==> src/design/mmio_map_pkg.sv <==
package mmio_map_pkg;

    // ------------------------------------------------------------------
    // register map, byte offsets from the block base
    // ------------------------------------------------------------------

    typedef enum logic [7:0] {
        REG_CYCLE       = 8'h10,  // ro, cycle counter
        REG_INSTR       = 8'h14,  // ro, retired instructions
        REG_CNT_CLEAR   = 8'h18,  // wo, any write clears both counters
        REG_FIFO_STATUS = 8'h20,  // ro, bit 0 empty, bit 1 full
        REG_FIFO_DATA   = 8'h24,  // ro, read pops the oldest press
        REG_SWITCHES    = 8'h28,  // ro
        REG_LEDS        = 8'h30   // rw, leds 5:0, pmod leds 15:8
    } mmio_reg_e;

    // APB slave sequencing
    typedef enum logic [1:0] {
        IDLE,
        WAIT,     // access phase, decode and capture
        RESPOND   // pready high
    } ctrl_state_e;

    // ------------------------------------------------------------------
    // board I/O field widths
    // ------------------------------------------------------------------

    localparam int BUTTON_W = 4;
    localparam int SWITCH_W = 2;
    localparam int LED_W    = 6;
    localparam int PMOD_W   = 8;

    // bit positions inside the status and LED words
    localparam int STAT_EMPTY_BIT = 0;
    localparam int STAT_FULL_BIT  = 1;
    localparam int PMOD_LSB       = 8;

endpackage

==> src/design/mmio_bus_pkg.sv <==
package mmio_bus_pkg;

    // ------------------------------------------------------------------
    // APB widths
    // ------------------------------------------------------------------

    localparam int ADDR_W = 32;
    localparam int DATA_W = 32;

    // ------------------------------------------------------------------
    // APB request, master to slave (67 bits)
    // ------------------------------------------------------------------

    typedef struct packed {
        logic              psel;     // slave selected
        logic              penable;  // high in the access phase
        logic              pwrite;   // 1 = write, 0 = read
        logic [ADDR_W-1:0] paddr;
        logic [DATA_W-1:0] pwdata;
    } apb_req_t;

    // ------------------------------------------------------------------
    // APB response, slave to master (34 bits)
    // ------------------------------------------------------------------

    // pslverr only means something while pready is high
    typedef struct packed {
        logic [DATA_W-1:0] prdata;
        logic              pready;
        logic              pslverr;
    } apb_rsp_t;

endpackage
==> src/design/mmio_top.sv <==
`timescale 1ns/10ps

module mmio_top #(
    parameter logic [mmio_bus_pkg::ADDR_W-1:0] MMIO_BASE  = 32'h8000_0000,
    parameter int                              FIFO_DEPTH = 8
) (
    input  logic                              clk,
    input  logic                              rst,
    input  mmio_bus_pkg::apb_req_t            apb_in,
    input  logic                              instr_retire,
    input  logic [mmio_map_pkg::BUTTON_W-1:0] buttons,
    input  logic [mmio_map_pkg::SWITCH_W-1:0] switches,
    output mmio_bus_pkg::apb_rsp_t            apb_out,
    output logic [mmio_map_pkg::LED_W-1:0]    leds,
    output logic [mmio_map_pkg::PMOD_W-1:0]   pmod_leds
);
    import mmio_bus_pkg::*;
    import mmio_map_pkg::*;

    // datapath to controller
    logic [DATA_W-1:0]   cycle_count;
    logic [DATA_W-1:0]   instr_count;
    logic                fifo_empty;
    logic                fifo_full;
    logic [BUTTON_W-1:0] fifo_data;
    logic [SWITCH_W-1:0] switch_value;

    // controller strobes
    logic                cnt_clear;
    logic                fifo_pop;
    logic                led_we;
    logic [DATA_W-1:0]   led_wdata;

    mmio_ctrl #(
        .MMIO_BASE(MMIO_BASE)
    ) u_ctrl (
        .clk         (clk),
        .rst         (rst),
        .apb_in      (apb_in),
        .cycle_count (cycle_count),
        .instr_count (instr_count),
        .fifo_empty  (fifo_empty),
        .fifo_full   (fifo_full),
        .fifo_data   (fifo_data),
        .switch_value(switch_value),
        .led_value   (leds),       // readback of the pin registers
        .pmod_value  (pmod_leds),
        .apb_out     (apb_out),
        .cnt_clear   (cnt_clear),
        .fifo_pop    (fifo_pop),
        .led_we      (led_we),
        .led_wdata   (led_wdata)
    );

    perf_counters u_counters (
        .clk         (clk),
        .rst         (rst),
        .instr_retire(instr_retire),
        .cnt_clear   (cnt_clear),
        .cycle_count (cycle_count),
        .instr_count (instr_count)
    );

    button_fifo #(
        .FIFO_DEPTH(FIFO_DEPTH)
    ) u_buttons (
        .clk       (clk),
        .rst       (rst),
        .buttons   (buttons),
        .fifo_pop  (fifo_pop),
        .fifo_data (fifo_data),
        .fifo_empty(fifo_empty),
        .fifo_full (fifo_full)
    );

    led_switch_port u_gpio (
        .clk         (clk),
        .rst         (rst),
        .switches    (switches),
        .led_we      (led_we),
        .led_wdata   (led_wdata),
        .leds        (leds),
        .pmod_leds   (pmod_leds),
        .switch_value(switch_value)
    );

endmodule

==> src/design/led_switch_port.sv <==
`timescale 1ns/10ps

module led_switch_port (
    input  logic                              clk,
    input  logic                              rst,
    input  logic [mmio_map_pkg::SWITCH_W-1:0] switches,
    input  logic                              led_we,
    input  logic [mmio_bus_pkg::DATA_W-1:0]   led_wdata,
    output logic [mmio_map_pkg::LED_W-1:0]    leds,
    output logic [mmio_map_pkg::PMOD_W-1:0]   pmod_leds,
    output logic [mmio_map_pkg::SWITCH_W-1:0] switch_value
);
    import mmio_map_pkg::*;

    logic [SWITCH_W-1:0] sw_meta;

    // ------------------------------------------------------------------
    // LED write register
    // ------------------------------------------------------------------

    // one word carries both fields, bits 7:6 are ignored
    always_ff @(posedge clk) begin
        if (rst) begin
            leds      <= '0;
            pmod_leds <= '0;
        end else if (led_we) begin
            leds      <= led_wdata[LED_W-1:0];
            pmod_leds <= led_wdata[PMOD_LSB +: PMOD_W];
        end
    end

    // ------------------------------------------------------------------
    // switch synchronizer
    // ------------------------------------------------------------------

    always_ff @(posedge clk) begin
        if (rst) begin
            sw_meta      <= '0;
            switch_value <= '0;
        end else begin
            sw_meta      <= switches;
            switch_value <= sw_meta;  // two flops behind the pins
        end
    end

endmodule

==> src/design/button_fifo.sv <==
`timescale 1ns/10ps

module button_fifo #(
    parameter int FIFO_DEPTH = 8
) (
    input  logic                              clk,
    input  logic                              rst,
    input  logic [mmio_map_pkg::BUTTON_W-1:0] buttons,
    input  logic                              fifo_pop,
    output logic [mmio_map_pkg::BUTTON_W-1:0] fifo_data,
    output logic                              fifo_empty,
    output logic                              fifo_full
);
    import mmio_map_pkg::*;

    localparam int              PTR_W    = $clog2(FIFO_DEPTH);
    localparam logic [PTR_W:0]  FULL_CNT = (PTR_W + 1)'(FIFO_DEPTH);

    logic [BUTTON_W-1:0] btn_meta;
    logic [BUTTON_W-1:0] btn_sync;
    logic [BUTTON_W-1:0] btn_prev;
    logic                press;
    logic                push;

    logic [BUTTON_W-1:0] mem [FIFO_DEPTH];
    logic [PTR_W-1:0]    wr_ptr;
    logic [PTR_W-1:0]    rd_ptr;
    logic [PTR_W:0]      count;

    // ------------------------------------------------------------------
    // synchronizer and press detect
    // ------------------------------------------------------------------

    always_ff @(posedge clk) begin
        if (rst) begin
            btn_meta <= '0;
            btn_sync <= '0;
            btn_prev <= '0;
        end else begin
            btn_meta <= buttons;
            btn_sync <= btn_meta;
            btn_prev <= btn_sync;  // edge register
        end
    end

    // none to some, holding a button queues only once
    assign press = (btn_prev == '0) && (btn_sync != '0);
    assign push  = press && !fifo_full;  // drop when full

    // ------------------------------------------------------------------
    // circular buffer
    // ------------------------------------------------------------------

    always_ff @(posedge clk) begin
        if (push) begin
            mem[wr_ptr] <= btn_sync;
        end
    end

    always_ff @(posedge clk) begin
        if (rst) begin
            wr_ptr <= '0;
            rd_ptr <= '0;
            count  <= '0;
        end else begin
            if (push) begin
                wr_ptr <= wr_ptr + 1'b1;
            end
            if (fifo_pop) begin
                rd_ptr <= rd_ptr + 1'b1;
            end
            case ({push, fifo_pop})
                2'b10:   count <= count + 1'b1;
                2'b01:   count <= count - 1'b1;
                default: count <= count;  // both or neither
            endcase
        end
    end

    assign fifo_data  = mem[rd_ptr];  // oldest entry
    assign fifo_empty = (count == '0);
    assign fifo_full  = (count == FULL_CNT);

    a_count_bound: assert property (@(posedge clk) disable iff (rst)
        count <= FULL_CNT);

    // the controller is trusted to check empty before popping
    a_no_empty_pop: assert property (@(posedge clk) disable iff (rst)
        fifo_pop |-> !fifo_empty);

endmodule

==> src/design/perf_counters.sv <==
`timescale 1ns/10ps

module perf_counters (
    input  logic                            clk,
    input  logic                            rst,
    input  logic                            instr_retire,
    input  logic                            cnt_clear,
    output logic [mmio_bus_pkg::DATA_W-1:0] cycle_count,
    output logic [mmio_bus_pkg::DATA_W-1:0] instr_count
);

    // ------------------------------------------------------------------
    // benchmark counters
    // ------------------------------------------------------------------

    // free running, wraps at 2^32
    always_ff @(posedge clk) begin
        if (rst || cnt_clear) begin
            cycle_count <= '0;
        end else begin
            cycle_count <= cycle_count + 1'b1;
        end
    end

    // one tick per retire strobe from the core
    always_ff @(posedge clk) begin
        if (rst || cnt_clear) begin
            instr_count <= '0;  // clear beats a retire in the same cycle
        end else if (instr_retire) begin
            instr_count <= instr_count + 1'b1;
        end
    end

endmodule

==> src/design/mmio_ctrl.sv <==
`timescale 1ns/10ps

module mmio_ctrl #(
    parameter logic [mmio_bus_pkg::ADDR_W-1:0] MMIO_BASE = 32'h8000_0000
) (
    input  logic                              clk,
    input  logic                              rst,
    input  mmio_bus_pkg::apb_req_t            apb_in,
    input  logic [mmio_bus_pkg::DATA_W-1:0]   cycle_count,
    input  logic [mmio_bus_pkg::DATA_W-1:0]   instr_count,
    input  logic                              fifo_empty,
    input  logic                              fifo_full,
    input  logic [mmio_map_pkg::BUTTON_W-1:0] fifo_data,
    input  logic [mmio_map_pkg::SWITCH_W-1:0] switch_value,
    input  logic [mmio_map_pkg::LED_W-1:0]    led_value,
    input  logic [mmio_map_pkg::PMOD_W-1:0]   pmod_value,
    output mmio_bus_pkg::apb_rsp_t            apb_out,
    output logic                              cnt_clear,
    output logic                              fifo_pop,
    output logic                              led_we,
    output logic [mmio_bus_pkg::DATA_W-1:0]   led_wdata
);
    import mmio_bus_pkg::*;
    import mmio_map_pkg::*;

    localparam int OFFS_W = $bits(mmio_reg_e);

    ctrl_state_e       state;
    mmio_reg_e         offset;
    logic              base_hit;
    logic              rd_ok;
    logic              wr_ok;
    logic              xfer_err;
    logic [DATA_W-1:0] rd_word;

    // captured in WAIT, used in RESPOND
    logic [DATA_W-1:0] prdata_q;
    logic [DATA_W-1:0] wdata_q;
    logic              err_q;
    logic              clear_q;
    logic              pop_q;
    logic              led_q;

    // ------------------------------------------------------------------
    // address decode and read mux
    // ------------------------------------------------------------------

    assign offset   = mmio_reg_e'(apb_in.paddr[OFFS_W-1:0]);
    assign base_hit = (apb_in.paddr[ADDR_W-1:OFFS_W] == MMIO_BASE[ADDR_W-1:OFFS_W]);

    always_comb begin
        rd_ok   = 1'b0;
        wr_ok   = 1'b0;
        rd_word = '0;
        case (offset)
            REG_CYCLE: begin
                rd_ok   = 1'b1;
                rd_word = cycle_count;
            end
            REG_INSTR: begin
                rd_ok   = 1'b1;
                rd_word = instr_count;
            end
            REG_CNT_CLEAR: wr_ok = 1'b1;  // write data ignored
            REG_FIFO_STATUS: begin
                rd_ok                   = 1'b1;
                rd_word[STAT_EMPTY_BIT] = fifo_empty;
                rd_word[STAT_FULL_BIT]  = fifo_full;
            end
            REG_FIFO_DATA: begin
                rd_ok = 1'b1;
                if (!fifo_empty) begin
                    rd_word[BUTTON_W-1:0] = fifo_data;  // empty reads as zero
                end
            end
            REG_SWITCHES: begin
                rd_ok                 = 1'b1;
                rd_word[SWITCH_W-1:0] = switch_value;
            end
            REG_LEDS: begin
                rd_ok                        = 1'b1;
                wr_ok                        = 1'b1;
                rd_word[LED_W-1:0]           = led_value;
                rd_word[PMOD_LSB +: PMOD_W]  = pmod_value;
            end
            default: ;  // unknown offset, neither direction allowed
        endcase
    end

    assign xfer_err = !base_hit || (apb_in.pwrite ? !wr_ok : !rd_ok);

    // ------------------------------------------------------------------
    // slave FSM
    // ------------------------------------------------------------------

    always_ff @(posedge clk) begin
        if (rst) begin
            state    <= IDLE;
            prdata_q <= '0;
            err_q    <= 1'b0;
            clear_q  <= 1'b0;
            pop_q    <= 1'b0;
            led_q    <= 1'b0;
        end else begin
            case (state)
                IDLE: begin
                    if (apb_in.psel && !apb_in.penable) begin
                        state <= WAIT;  // setup phase seen
                    end
                end
                WAIT: begin
                    if (apb_in.psel && apb_in.penable) begin
                        state    <= RESPOND;
                        err_q    <= xfer_err;
                        prdata_q <= (xfer_err || apb_in.pwrite) ? '0 : rd_word;
                        clear_q  <= !xfer_err && apb_in.pwrite && (offset == REG_CNT_CLEAR);
                        led_q    <= !xfer_err && apb_in.pwrite && (offset == REG_LEDS);
                        // pop decided here so a late push cannot be lost
                        pop_q    <= !xfer_err && !apb_in.pwrite &&
                                    (offset == REG_FIFO_DATA) && !fifo_empty;
                    end else begin
                        state <= IDLE;  // master abandoned the transfer
                    end
                end
                RESPOND: state <= IDLE;
                default: state <= IDLE;
            endcase
        end
    end

    always_ff @(posedge clk) begin
        if (state == WAIT) begin
            wdata_q <= apb_in.pwdata;
        end
    end

    // ------------------------------------------------------------------
    // response and side-effect strobes
    // ------------------------------------------------------------------

    assign apb_out.prdata  = prdata_q;
    assign apb_out.pready  = (state == RESPOND);
    assign apb_out.pslverr = (state == RESPOND) && err_q;

    assign cnt_clear = (state == RESPOND) && clear_q;
    assign fifo_pop  = (state == RESPOND) && pop_q;
    assign led_we    = (state == RESPOND) && led_q;
    assign led_wdata = wdata_q;

    // ready only ends a transfer the master has held through two access cycles
    a_pready_in_access: assert property (@(posedge clk) disable iff (rst)
        apb_out.pready |-> apb_in.psel && apb_in.penable &&
                           $past(apb_in.psel && apb_in.penable));

    a_one_strobe: assert property (@(posedge clk) disable iff (rst)
        $onehot0({cnt_clear, fifo_pop, led_we}));

endmodule

==> config.mk <==
export PLATFORM = sky130hd
export DESIGN_NAME = mmio_top
export DESIGN_NICKNAME = d
export VERILOG_FILES = /design/src/design/mmio_map_pkg.sv /design/src/design/mmio_bus_pkg.sv /design/src/design/mmio_top.sv /design/src/design/led_switch_port.sv /design/src/design/button_fifo.sv /design/src/design/perf_counters.sv /design/src/design/mmio_ctrl.sv
export SDC_FILE = /design/constraint.sdc
export NUM_CORES = 1
export LEC_CHECK = 0
export ABC_AREA = 1
export BUFFER_PORTS_ARGS = -buffer_cell sky130_fd_sc_hd__buf_2
export CORE_MARGIN = 1
export CORE_UTILIZATION = 55
export DETAILED_ROUTE_END_ITERATION = 16
export HOLD_SLACK_MARGIN = 0.12
export PLACE_DENSITY_LB_ADDON = 0.08
export SETUP_SLACK_MARGIN = 0.05
export SLEW_MARGIN = 20
export SYNTH_ARGS = -nofsm -noshare
export SYNTH_HDL_FRONTEND = slang
export SYNTH_SLANG_ARGS = --single-unit
==> constraint.sdc <==
create_clock -name clk -period 2.9 [get_ports clk]
set_clock_uncertainty 0.1 [all_clocks]
set_input_delay 0.58 -clock clk [delete_from_list [all_inputs] [get_ports clk]]
set_output_delay 0.58 -clock clk [all_outputs]
set_load 0.01 [all_outputs]
==> reports/metrics.csv <==
stage,metric,value,unit
critical_path,RR Endpoint,u_buttons.count[3],
placement,PortBufs,105,
route,WL/cell,14.4,um
status,status,"complete, no violations",
die,Core ar.,15900,um2
critical_path,Reg2Reg Setup Slack,0.55,ns
timing,post-route minimum period,2.35,ns
critical_path,critical path class,reg2reg,
critical_path,"Arr. time, crit path",2.57,ns
clocking,CTS resizes,0,
critical_path,WP data required,3.12,ns
timing,final worst-path cycle share,0.810,
worst_hold_path,Worst Hold Path Cells,1,
synth,synth top area cells,"dfxtp_1, edfxtp_1, nand2_1",
route,DRT iter0 DRCs,775,
clocking,CTS Buf Count,17,
cells_and_area,# nets final,1366,
placement,"worst slack, placed",0.511,ns
route,Vias,7978,
synth,Yosys top cell by area,dfxtp_1,
power,switching share of total power,0.231,
synth,top cell type's share of synthesized area,0.325,
clocking,Bufs on Longest Clock Path,2,
global_route,gr usage total,0.272,
timing,max-slew violations,0,
critical_path,Worst setup EP type,flip-flop,
critical_path,"Slowest-stage cell, CP",dfxtp_1,
placement,HPWL Detailed,15900,um
clocking,hold_buf cts,0,
timing,Final Hold Viols,0,
synth,most common flop cell mapped by yosys,dfxtp_1,
clocking,worst-skew pair later-pin latency,0.43,ns
power,Comb power frac,0.042,
critical_path,Worst Path Buf+Inv,1,
clocking,H-tree levels,4,
worst_hold_path,HP Class,in2reg,
power,Worst IR Drop VDD,0.401,mV
route,DR vias/cell,5.28,
timing,Tightest Pin Transition,0.685,ns
synth,synthesized area per cell,7.53,um2
synth,syn_nets,1270,
job,Max Cap Viol,0,
placement,Final GP Congestion,0.932,
synth,count of cell types in the netlist,48,
die,Initial Util,0.563,
synth,Synth Cell Area,8940,um2
synth,sequential-to-total area share from yosys stat,0.479,
cells_and_area,Ant. Diodes,0,
power,clock share of power,0.448,
critical_path,critical-path cell list,inv_1 > nand4_1 > nand3_1 > ha_1 > xor2_1 > nand3_1 > a21oi_1 > o21ai_0 > o21ai_0 > a21oi_1,
critical_path,r2r startpoint,u_buttons.btn_sync[3],
global_route,antenna violations before repair,0,
clocking,CTS Root Cell,clkbuf_16,
critical_path,worst-path fanout max,9,
cells_and_area,Fillers,1417,
worst_hold_path,Worst Hold Path EP,u_ctrl.led_wdata[2],
critical_path,Critical Path Start,u_buttons.btn_sync[3],
synth,Yosys reg bits,191,
timing,setup ws final,0.551,ns
critical_path,Max stage delay on crit path,0.55,ns
power,power per cell area,533,nW/um2
global_route,largest net degree at the start of global routing,66,
synth,total of warnings raised by yosys,0,
die,DIE HEIGHT,130,um
die,Die Area,16800,um2
route,First-pass DRT Iterations,5,
cells_and_area,Synth-to-Final Area Change,15.0,%
clocking,Post-CTS Setup Inserts,0,
die,row cnt,46,
cells_and_area,share of cells above drive strength 1,0.152,
critical_path,R2R cell count,10,
power,switching power,1.27,mW
die,# IOs,124,
timing,WHS,0.221,ns
synth,Gate Count Post-Synth,1187,
synth,Post-synth EDFFs,46,
timing,RSZ-0062 raised after global routing,false,
route,Post-Route WL,21700,um
critical_path,CP top delay family,flip-flops,
die,width of the chip,130,um
global_route,GRT overflow,0,
route,post-route ant nets,0,
power,Reg power frac,0.509,
worst_hold_path,Hold Path Origin,apb_in[2],
power,Leak,3.99,nW
timing,Peak Freq,426,MHz
timing,Fin Setup TNS,0,ns
clocking,CTS tree,built,
timing,Finish-stage setup viols,0,
route,Residual DRC,0,
synth,ys async rst share,0,
global_route,first-pass GRT wire length,35400,um
clocking,clk slew on worst S/H paths,0.07,ns
global_route,vias in the first global route,7222,
clocking,CTS sink cnt,191,
power,Internal Dissipation,4.22,mW
timing,relative slew slack,0.543,
critical_path,Setup crit start kind,flip-flop,
==> logic make-up after synthesis <==
kind of cell / after synthesis / synth area share
and+or+nand+nor: 635 / 0.322
DFF: 191 / 0.479
AOI/OAI and AO/OA: 177 / 0.104
buffers and inverters: 164 / 0.0733
xor gates and xnor gates: 13 / 0.0127
adders and majority gates: 7 / 0.00979
==> how the worst max path moves through the flow <==
stage                               endpoint  slack, ns  cells past startpoint
final                     u_buttons.count[3]       0.55                     10
after global routing      u_buttons.count[2]       0.35                     10
after CTS                 u_buttons.count[3]       0.57                     10
after detailed placement  u_ctrl.prdata_q[3]       0.51                     12
after global placement    u_ctrl.prdata_q[3]       0.55                     12
after floorplan           u_ctrl.prdata_q[3]       0.73                      9
==> metal layers <==
| layer | GRT usage | vias up | part of all wire | routed length, um |
|---|---|---|---|---|
| met5 | 0 | - | 0 | 0 |
| met3 | 0.0413 | 16 | 0.055 | 1190 |
| met2 | 0.404 | 263 | 0.43 | 9330 |
| met1 | 0.409 | 3622 | 0.51 | 11000 |
| li1 | - | 4077 | - | - |
| met4 | 0.0759 | 0 | 0.0092 | 200 |
==> power groups by stage <==
stage | Sequential [mW] | Clock (mW) | Combinational (mW)
floorplan | 2.84 | 0 | 0.151
global placement | 2.85 | 0 | 0.226
detailed placement | 2.85 | 0 | 0.231
CTS | 2.79 | 2.50 | 0.232
global route | 2.80 | 2.60 | 0.264
finish | 2.79 | 2.46 | 0.232
==> placed cells by master (no fill, tap or decap), types with 2 or more instances in the layout <==
cell type / instances
nand4_1: 34
inv_8: 3
inv_6: 3
o211ai_1: 2
or2_0: 5
clkbuf_16: 20
a21oi_1: 117
nor2_1: 183
nor3_1: 27
nand2_1: 255
xor2_1: 7
ha_1: 7
clkinv_2: 2
a21oi_2: 2
dfxtp_1: 145
buf_2: 105
nand3b_1: 3
nand3_1: 77
nand2_4: 3
inv_1: 118
nor4_1: 7
inv_2: 4
o21a_1: 6
nor3b_1: 2
nand2_2: 7
nor2_4: 5
edfxtp_1: 46
xnor2_1: 6
or2_2: 8
nor2_2: 4
buf_4: 12
o21ai_0: 45
nand3_2: 5
==> state kept, by name (all words and copies together) (netlist names), 2 cells and up, named ones only <==
| signal | cells |
|---|---|
| u_buttons.mem | 32 |
| u_counters.cycle_count | 32 |
| u_counters.instr_count | 32 |
| u_ctrl.prdata_q | 32 |
| u_ctrl.led_wdata | 14 |
| u_gpio.pmod_leds | 8 |
| u_gpio.leds | 6 |
| u_buttons.btn_meta | 4 |
| u_buttons.btn_prev | 4 |
| u_buttons.btn_sync | 4 |
| u_buttons.count | 4 |
| u_buttons.rd_ptr | 3 |
| u_buttons.wr_ptr | 3 |
| u_ctrl.state | 2 |
| u_gpio.sw_meta | 2 |
| u_gpio.switch_value | 2 |
==> layout make-up <==
class | instances | area, um2 | area share
sequential | 191 | 4280 | 0.417
multi-input combinational | 832 | 4010 | 0.390
timing repair buffer | 117 | 616 | 0.0599
clock buffer | 20 | 500 | 0.0487
inverter | 124 | 467 | 0.0454
tap | 216 | 270 | 0.0263
clock inverter | 12 | 134 | 0.0130
==> worst reg2reg max path, cell delays in order, from the launching register on <==
cell and delay [ns]:
dfxtp_1 0.55, inv_1 0.10, nand4_1 0.11, nand3_1 0.22, ha_1 0.33, xor2_1 0.22
nand3_1 0.13, a21oi_1 0.13, o21ai_0 0.12, o21ai_0 0.18, a21oi_1 0.05
==> metrics by stage <==
step	cells	cell area, um2	utilization	total power [mW]
6_report	1512	10300	0.647	5.48
5_1_grt	1512	10300	0.647	5.67
4_1_cts	1512	10300	0.647	5.52
3_5_place_dp	1480	9650	0.608	3.08
3_3_place_gp	1480	9650	0.608	3.08
2_1_floorplan	1187	8940	-	2.99
==> cell usage after synthesis, drive strengths merged, types with 14 or more instances <==
cell,n
a21oi,119
buf,21
clkbuf,19
dfxtp,145
edfxtp,46
inv,122
nand2,265
nand3,83
nand4,35
nor2,193
nor3,29
o21ai,46
or2,14
(Power assumes the default switching activity.)
